`config.mk`:
```
export PLATFORM = sky130hd
export DESIGN_NAME = pattern_lab_top
export DESIGN_NICKNAME = d
export VERILOG_FILES = /design/src/pattern_lab_pkg.sv /design/src/stream_source.sv /design/src/seq_detector.sv /design/src/count_display.sv /design/src/pattern_lab_top.sv
export SDC_FILE = /design/constraint.sdc
export NUM_CORES = 1
export LEC_CHECK = 0
export BUFFER_PORTS_ARGS = -buffer_cell sky130_fd_sc_hd__buf_2
export CORE_MARGIN = 5
export CORE_UTILIZATION = 57
export DETAILED_ROUTE_END_ITERATION = 8
export PLACE_DENSITY = 0.85
export SLEW_MARGIN = 20
export SYNTH_ARGS = -nofsm -noshare
export SYNTH_HDL_FRONTEND = slang
export SYNTH_SLANG_ARGS = --single-unit
```
`constraint.sdc`:
```
create_clock -name clk -period 3.51 [get_ports clk]
set_clock_uncertainty 0.15 [all_clocks]
set_input_delay 0.702 -clock clk [delete_from_list [all_inputs] [get_ports clk]]
set_output_delay 0.702 -clock clk [all_outputs]
set_load 0.005 [all_outputs]
```
`src/pattern_lab_pkg.sv`:
```
package pattern_lab_pkg;

    localparam int NUM_LANES       = 4;
    localparam int PAT_W           = 3;
    localparam int COUNT_W         = 8;
    localparam int HIST_W          = 12;
    localparam int SW_W            = 8;
    localparam int NUM_DIGITS      = 8;

    localparam int STROBE_PERIOD   = 16;
    localparam int DEBOUNCE_CYCLES = 4;
    localparam int SCAN_PERIOD     = 4;

    localparam int DB_W            = SW_W + 1;       // serial key plus the switches.
    localparam int NUMBER_W        = NUM_LANES * COUNT_W;
    localparam int STROBE_CNT_W    = $clog2(STROBE_PERIOD);
    localparam int DEB_CNT_W       = $clog2(DEBOUNCE_CYCLES);
    localparam int SCAN_CNT_W      = $clog2(SCAN_PERIOD);
    localparam int DIGIT_IDX_W     = $clog2(NUM_DIGITS);

    // Lane n watches for LANE_PATTERN[n]. The MSB is the oldest bit.
    localparam logic [NUM_LANES-1:0][PAT_W-1:0] LANE_PATTERN = {
        3'b111,
        3'b011,
        3'b110,
        3'b101
    };

    // The encoding is the length of the matched prefix.
    typedef enum logic [1:0] {
        DET_IDLE = 2'd0,
        DET_ONE  = 2'd1,
        DET_TWO  = 2'd2,
        DET_FULL = 2'd3
    } det_state_e;

    typedef enum logic {
        SCAN_BLANK = 1'b0,
        SCAN_DRIVE = 1'b1
    } scan_state_e;

endpackage

```
`src/stream_source.sv`:
```
`timescale 1ns/1ps

module stream_source (
    input  logic                               clk,
    input  logic                               i_rst_n,
    input  logic                               i_serial,
    input  logic [pattern_lab_pkg::SW_W-1:0]   i_sw,
    output logic                               o_bit,
    output logic                               o_strobe,
    output logic [pattern_lab_pkg::SW_W-1:0]   o_sw_db,
    output logic [pattern_lab_pkg::HIST_W-1:0] o_history
);

    import pattern_lab_pkg::*;

    logic [DB_W-1:0]                raw_in;
    logic [DB_W-1:0]                sync_q1;
    logic [DB_W-1:0]                sync_q2;
    logic [DB_W-1:0]                db_q;
    logic [DB_W-1:0][DEB_CNT_W-1:0] stab_cnt;
    logic [STROBE_CNT_W-1:0]        div_cnt;
    logic                           strobe_q;
    logic [HIST_W-1:0]              hist_q;

    assign raw_in = {i_sw, i_serial}; // the serial key sits in bit 0.

    always_ff @(posedge clk or negedge i_rst_n) begin
        if (!i_rst_n) begin
            sync_q1 <= '0;
            sync_q2 <= '0;
        end else begin
            sync_q1 <= raw_in;
            sync_q2 <= sync_q1;
        end
    end

    // A bit follows its synchronized input only after it has differed for
    // DEBOUNCE_CYCLES clocks in a row.
    always_ff @(posedge clk or negedge i_rst_n) begin
        if (!i_rst_n) begin
            db_q     <= '0;
            stab_cnt <= '0;
        end else begin
            for (int i = 0; i < DB_W; i++) begin
                if (sync_q2[i] == db_q[i]) begin
                    stab_cnt[i] <= '0; // a glitch shorter than the window is dropped.
                end else if (stab_cnt[i] == DEB_CNT_W'(DEBOUNCE_CYCLES - 1)) begin
                    db_q[i]     <= sync_q2[i];
                    stab_cnt[i] <= '0;
                end else begin
                    stab_cnt[i] <= stab_cnt[i] + 1'b1;
                end
            end
        end
    end

    always_ff @(posedge clk or negedge i_rst_n) begin
        if (!i_rst_n) begin
            div_cnt  <= '0;
            strobe_q <= 1'b0;
        end else begin
            strobe_q <= (div_cnt == STROBE_CNT_W'(STROBE_PERIOD - 1));
            div_cnt  <= div_cnt + 1'b1; // wraps at STROBE_PERIOD.
        end
    end

    always_ff @(posedge clk or negedge i_rst_n) begin
        if (!i_rst_n) begin
            hist_q <= '0;
        end else if (strobe_q) begin
            hist_q <= {hist_q[HIST_W-2:0], db_q[0]}; // newest bit enters at bit 0.
        end
    end

    assign o_bit     = db_q[0];
    assign o_sw_db   = db_q[DB_W-1:1];
    assign o_strobe  = strobe_q;
    assign o_history = hist_q;

endmodule

```
`src/seq_detector.sv`:
```
`timescale 1ns/1ps

module seq_detector #(
    parameter logic [pattern_lab_pkg::PAT_W-1:0] PATTERN = pattern_lab_pkg::LANE_PATTERN[0]
) (
    input  logic                                clk,
    input  logic                                i_rst_n,
    input  logic                                i_strobe,
    input  logic                                i_bit,
    output logic [pattern_lab_pkg::COUNT_W-1:0] o_count
);

    import pattern_lab_pkg::*;

    det_state_e         state_q;
    det_state_e         state_d;
    logic [COUNT_W-1:0] count_q;

    // Finds the longest prefix of PATTERN that ends at the new bit.
    // The bits seen so far are exactly the prefix the current state names.
    function automatic det_state_e next_state(input det_state_e cur, input logic b);
        logic [PAT_W:0] pat_ext;
        logic [PAT_W:0] seen;
        logic [PAT_W:0] mask;
        int             len;
        det_state_e     nxt;
        pat_ext = {1'b0, PATTERN};
        len     = int'(cur) + 1;
        seen    = ((pat_ext >> (PAT_W - int'(cur))) << 1) | {{PAT_W{1'b0}}, b};
        nxt     = DET_IDLE;
        for (int k = 1; k <= PAT_W; k++) begin
            mask = ({{PAT_W{1'b0}}, 1'b1} << k) - 1'b1;
            if (k <= len && (seen & mask) == (pat_ext >> (PAT_W - k))) begin
                nxt = det_state_e'(k); // larger k wins, giving the longest overlap.
            end
        end
        return nxt;
    endfunction

    always_comb begin
        state_d = state_q;
        if (i_strobe) begin
            state_d = next_state(state_q, i_bit);
        end
    end

    always_ff @(posedge clk or negedge i_rst_n) begin
        if (!i_rst_n) begin
            state_q <= DET_IDLE;
            count_q <= '0;
        end else begin
            state_q <= state_d;
            if (i_strobe && state_d == DET_FULL) begin
                count_q <= count_q + 1'b1; // wraps at 256.
            end
        end
    end

    assign o_count = count_q;

endmodule

```
`src/count_display.sv`:
```
`timescale 1ns/1ps

module count_display (
    input  logic                                                          clk,
    input  logic                                                          i_rst_n,
    input  logic [pattern_lab_pkg::NUM_LANES-1:0][pattern_lab_pkg::COUNT_W-1:0] i_counts,
    input  logic [pattern_lab_pkg::SW_W-1:0]                              i_dots,
    output logic [pattern_lab_pkg::NUMBER_W-1:0]                          o_number,
    output logic [7:0]                                                    o_abcdefgh,
    output logic [pattern_lab_pkg::NUM_DIGITS-1:0]                        o_digit
);

    import pattern_lab_pkg::*;

    scan_state_e             scan_state_q;
    logic [SCAN_CNT_W-1:0]   scan_cnt_q;
    logic [DIGIT_IDX_W-1:0]  digit_idx_q;
    logic [3:0]              nibble;
    logic [6:0]              seg_on;
    logic                    dot_on;

    always_comb begin
        for (int n = 0; n < NUM_LANES; n++) begin
            o_number[(NUM_LANES - 1 - n) * COUNT_W +: COUNT_W] = i_counts[n]; // lane 0 on top.
        end
    end

    // Each digit gets SCAN_PERIOD cycles and the first of them is blank.
    always_ff @(posedge clk or negedge i_rst_n) begin
        if (!i_rst_n) begin
            scan_state_q <= SCAN_BLANK;
            scan_cnt_q   <= '0;
            digit_idx_q  <= '0;
        end else if (scan_cnt_q == SCAN_CNT_W'(SCAN_PERIOD - 1)) begin
            scan_state_q <= SCAN_BLANK;
            scan_cnt_q   <= '0;
            digit_idx_q  <= digit_idx_q + 1'b1; // wraps after the last digit.
        end else begin
            scan_state_q <= SCAN_DRIVE;
            scan_cnt_q   <= scan_cnt_q + 1'b1;
        end
    end

    assign nibble = o_number[digit_idx_q * 4 +: 4];
    assign dot_on = i_dots[digit_idx_q];

    always_comb begin
        case (nibble) // segments a to g, active high here.
            4'h0:    seg_on = 7'b1111110;
            4'h1:    seg_on = 7'b0110000;
            4'h2:    seg_on = 7'b1101101;
            4'h3:    seg_on = 7'b1111001;
            4'h4:    seg_on = 7'b0110011;
            4'h5:    seg_on = 7'b1011011;
            4'h6:    seg_on = 7'b1011111;
            4'h7:    seg_on = 7'b1110000;
            4'h8:    seg_on = 7'b1111111;
            4'h9:    seg_on = 7'b1111011;
            4'ha:    seg_on = 7'b1110111;
            4'hb:    seg_on = 7'b0011111;
            4'hc:    seg_on = 7'b1001110;
            4'hd:    seg_on = 7'b0111101;
            4'he:    seg_on = 7'b1001111;
            default: seg_on = 7'b1000111;
        endcase
    end

    always_comb begin
        o_digit    = '1;
        o_abcdefgh = '1; // all segments dark while blanking.
        if (scan_state_q == SCAN_DRIVE) begin
            o_digit[digit_idx_q] = 1'b0;
            o_abcdefgh           = ~{seg_on, dot_on};
        end
    end

endmodule

```
`src/pattern_lab_top.sv`:
```
`timescale 1ns/1ps

module pattern_lab_top (
    input  logic                                   clk,
    input  logic                                   i_rst_n,
    input  logic                                   i_serial,
    input  logic [pattern_lab_pkg::SW_W-1:0]       i_sw,
    output logic [pattern_lab_pkg::HIST_W-1:0]     o_led,
    output logic [7:0]                             o_abcdefgh,
    output logic [pattern_lab_pkg::NUM_DIGITS-1:0] o_digit,
    output logic [pattern_lab_pkg::NUMBER_W-1:0]   o_counts
);

    import pattern_lab_pkg::*;

    logic                               sample_bit;
    logic                               sample_strobe;
    logic [SW_W-1:0]                    sw_db;
    logic [NUM_LANES-1:0][COUNT_W-1:0]  lane_counts;

    stream_source i_stream_source (
        .clk       ( clk           ),
        .i_rst_n   ( i_rst_n       ),
        .i_serial  ( i_serial      ),
        .i_sw      ( i_sw          ),
        .o_bit     ( sample_bit    ),
        .o_strobe  ( sample_strobe ),
        .o_sw_db   ( sw_db         ),
        .o_history ( o_led         )
    );

    // All lanes sample the same bit on the same strobe.
    for (genvar n = 0; n < NUM_LANES; n++) begin : g_lane
        seq_detector #(.PATTERN (LANE_PATTERN[n])) i_seq_detector (
            .clk      ( clk            ),
            .i_rst_n  ( i_rst_n        ),
            .i_strobe ( sample_strobe  ),
            .i_bit    ( sample_bit     ),
            .o_count  ( lane_counts[n] )
        );
    end

    count_display i_count_display (
        .clk        ( clk         ),
        .i_rst_n    ( i_rst_n     ),
        .i_counts   ( lane_counts ),
        .i_dots     ( sw_db       ),
        .o_number   ( o_counts    ),
        .o_abcdefgh ( o_abcdefgh  ),
        .o_digit    ( o_digit     )
    );

endmodule

```
==> reports/results.tsv <==
stage	metric	value	unit
outcome	status	finished, final reports clean	
final_layout	fin cells	572	
synth	synth warn	0	
sta	final setup fails	0	
final_layout	Fill cells	610	
sta	fin crit share	98.5	%
grt	Remaining Overflow, GRT	0	
final_layout	Inserted Diodes	0	
grt	vias in the first global route	3318	
placement	Final GP Congestion	0.948	
sta	RSZ-0062 raised after global routing	false	
clock_tree	clk slew on worst S/H paths	90	ps
grt	global-route wire length before repair	16.2	mm
min_path	Hold Path Class	reg -> reg	
final_layout	NumNets Final	501	
critical_path	Startpoint Class	flop	
die	Initial Util	58.5	%
final_layout	Final Util	67.1	%
critical_path	reg2reg path depth	7	
placement	DP HPWL	6.84	mm
critical_path	WS Path Type	reg -> out	
route	top routing layer used	met4	
clock_tree	clk root buf	clkbuf_8	
synth	sequential-to-total area share from yosys stat	55.9	%
final_layout	Area Growth Syn to Fin	14.7	%
synth	fraction of registers with async set/reset	100	%
power_and_ir_drop	VDD IR max	0.000317	V
power_and_ir_drop	PnR Total Power	0.00280	W
critical_path	worst path required time	2660	ps
die	die area	10400	µm²
synth	Net Count, Synth	423	
power_and_ir_drop	Int Pwr	0.00207	W
synth	Synth Flop Type	dfrtp_1	
sta	Hold Violations, Final	0	
sta	worst slew pin tran	743	ps
sta	worst hold margin	204	ps
power_and_ir_drop	pwr dens	506	nW/µm²
sta	Max Slew Vio Count	0	
clock_tree	clk buf depth	2	
clock_tree	Skew-Pair Late Insertion Delay	360	ps
grt	initial antenna violation count	0	
route	via count	3224	
power_and_ir_drop	Flop pwr share	57.1	%
route	via density per instance	5.64	
power_and_ir_drop	Comb pwr share	15.4	%
route	Post-Route M1 WL	4.07	mm
placement	port bufs	70	
route	metal3 WL	571	µm
sta	Worst slew margin	50.5	%
final_layout	share of layout cells above drive strength 1	28.5	%
power_and_ir_drop	Leakage	2.81	nW
clock_tree	# clock sinks	108	
critical_path	CP endpoint kind	output port	
die	I/O pins	71	
power_and_ir_drop	Clk network pwr share	27.5	%
die	Die Height	102	µm
grt	total track usage	19.9	%
synth	EDFF count, synth	0	
sta	Fmax achieved	289	MHz
route	Post-DRT Antenna Nets	0	
die	row count	33	
placement	dpl cells	554	
grt	largest net degree at the start of global routing	86	
route	DR iter-0 viols	205	
die	Die Wd	102	µm
power_and_ir_drop	sw frac	26.0	%
synth	Post-Syn Area	4830	µm²
job	MaxCap Viol Count	0	
sta	setup_tns	0	ps
clock_tree	CTS hold repair buffers	0	
route	drt first pass iters	6	
route	routed wl met2	4.74	mm
min_path	hold depth	0	
critical_path	Worst EP arrival	2600	ps
sta	fin crit period	3460	ps
clock_tree	H-Tree Depth	3	
synth	#FFs+latches synth	108	
critical_path	Worst Path Max Fanout	7	
clock_tree	CTS tree	built	
route	drt wl/cell	16.7	µm
die	Core ar.	8260	µm²
synth	Mapped Cells	387	
clock_tree	Inserted Clock Buffers	9	
route	DRC violations left	0	
power_and_ir_drop	sw power	0.000729	W
synth	syn avg cell area	12.5	µm²
route	Detailed Route WL	9.55	mm
synth	Yosys cell types	46	
worst max-delay path: stages, from the launching register on:
cell,delay (ps)
dfrtp_1,490
mux4_2,530
mux2i_2,210
inv_1,100
ha_1,260
mux2_1,300
o22a_1,220
buf_2,130
path summary, 6_finish.rpt:
kind | from | slack (ps) | end
min in group asynchronous | i_rst_n | 220 | i_stream_source.sync_q1[8]
setup reg to reg | g_lane[1].i_seq_detector.state_q[1] | 1120 | g_lane[1].i_seq_detector.o_count[5]
hold / removal | i_stream_source.sync_q1[4] | 200 | i_stream_source.sync_q2[4]
setup / recovery | g_lane[0].i_seq_detector.o_count[0] | 50 | o_abcdefgh[4]
hold reg to reg | i_stream_source.sync_q1[4] | 200 | i_stream_source.sync_q2[4]
max in group asynchronous | i_rst_n | 2290 | g_lane[2].i_seq_detector.o_count[4]
placed cells by master (no fill, tap or decap), drive strengths merged, types with 2 or more instances in the layout:
cell type,count
a31oi,3
xor2,8
nand3,13
nand2,20
o21ai,9
nor2,13
nor2b,14
xnor2,33
bufinv,2
nand4,11
o22a,3
mux2,28
and4,2
mux2i,12
dfrtp,108
a21oi,8
o211ai,3
clkbuf,10
ha,25
mux4,4
o221ai,3
nor3,9
inv,18
buf,83
and3,7
metrics by stage:
step                worst slack [ps]  cell area [µm²]
global route                    1.35             5540
detailed placement               181             5300
floorplan                        511             4830
finish                          53.3             5540
global placement                 309             5300
CTS                             4.55             5510
layout make-up:
type                    count  area [µm²]  area share (%)
clock inverters             3        65.1            1.17
well taps                 105         131            2.37
flip-flops and latches    108        2710            48.8
repair buffers             83         458            8.27
multi-input cells         245        1980            35.8
clock buffers              10         128            2.30
inverters                  18        67.6            1.22
state kept, by name, summed over array words and instances, names as in the netlist:
name / cells
i_count_display.scan_cnt_q: 2
i_stream_source.o_strobe: 1
g_lane.i_seq_detector.o_count: 32
g_lane.i_seq_detector.state_q: 8
i_stream_source.o_history: 12
i_stream_source.div_cnt: 4
i_count_display.digit_idx_q: 3
i_stream_source.sync_q1: 9
i_stream_source.db_q: 9
i_count_display.scan_state_q: 1
i_stream_source.stab_cnt: 18
i_stream_source.sync_q2: 9
logic make-up after synthesis:
group	share of synthesized area, %
multiplexers	11.0
buffers and inverters	3.08
AO/OA/AOI/OAI	6.14
adder cells (fa/ha/maj)	6.47
XOR/XNOR	7.43
AND/OR/NAND/NOR	9.99
flip-flops	55.9
synthesized netlist by cell type (all sizes together), types with 4 or more instances:
cell type,count,share of area [%]
nor2,13,1.0
xnor2,33,6.0
dfrtp,108,56
mux2,28,6.5
nand2,20,1.6
nand4,11,1.4
ha,25,6.5
clkbuf,6,0.47
xor2,8,1.5
o21ai,9,0.93
and3,7,0.91
nand3,13,1.3
mux4,4,1.9
mux2i,12,2.6
a21oi,8,0.83
nor2b,14,1.8
inv,18,1.4
nor3,9,0.93
buf,10,1.2
power groups by stage:
| stage | registers (W) | logic, W | clock network (W) |
|---|---|---|---|
| 4_1_cts | 0.00160 | 0.000442 | 0.000781 |
| 3_5_place_dp | 0.00163 | 0.000435 | 0 |
| 5_1_grt | 0.00163 | 0.000504 | 0.000838 |
| 2_1_floorplan | 0.00157 | 0.000327 | 0 |
| 6_report | 0.00160 | 0.000431 | 0.000770 |
| 3_3_place_gp | 0.00161 | 0.000400 | 0 |
layer usage:
layer  global-route usage, %  vias up
li1                        -     1503
met1                    26.0     1617
met2                    32.5       88
met3                    5.32       16
met4                    6.86        0
met5                       0        -
what timing repair did:
action,in CTS,in global routing
endpoints found under the setup margin,7,7
gates resized for setup,2,4
buffers inserted,2,3
pin swaps,0,1
Note: power is estimated with default switching activity, not from simulation.
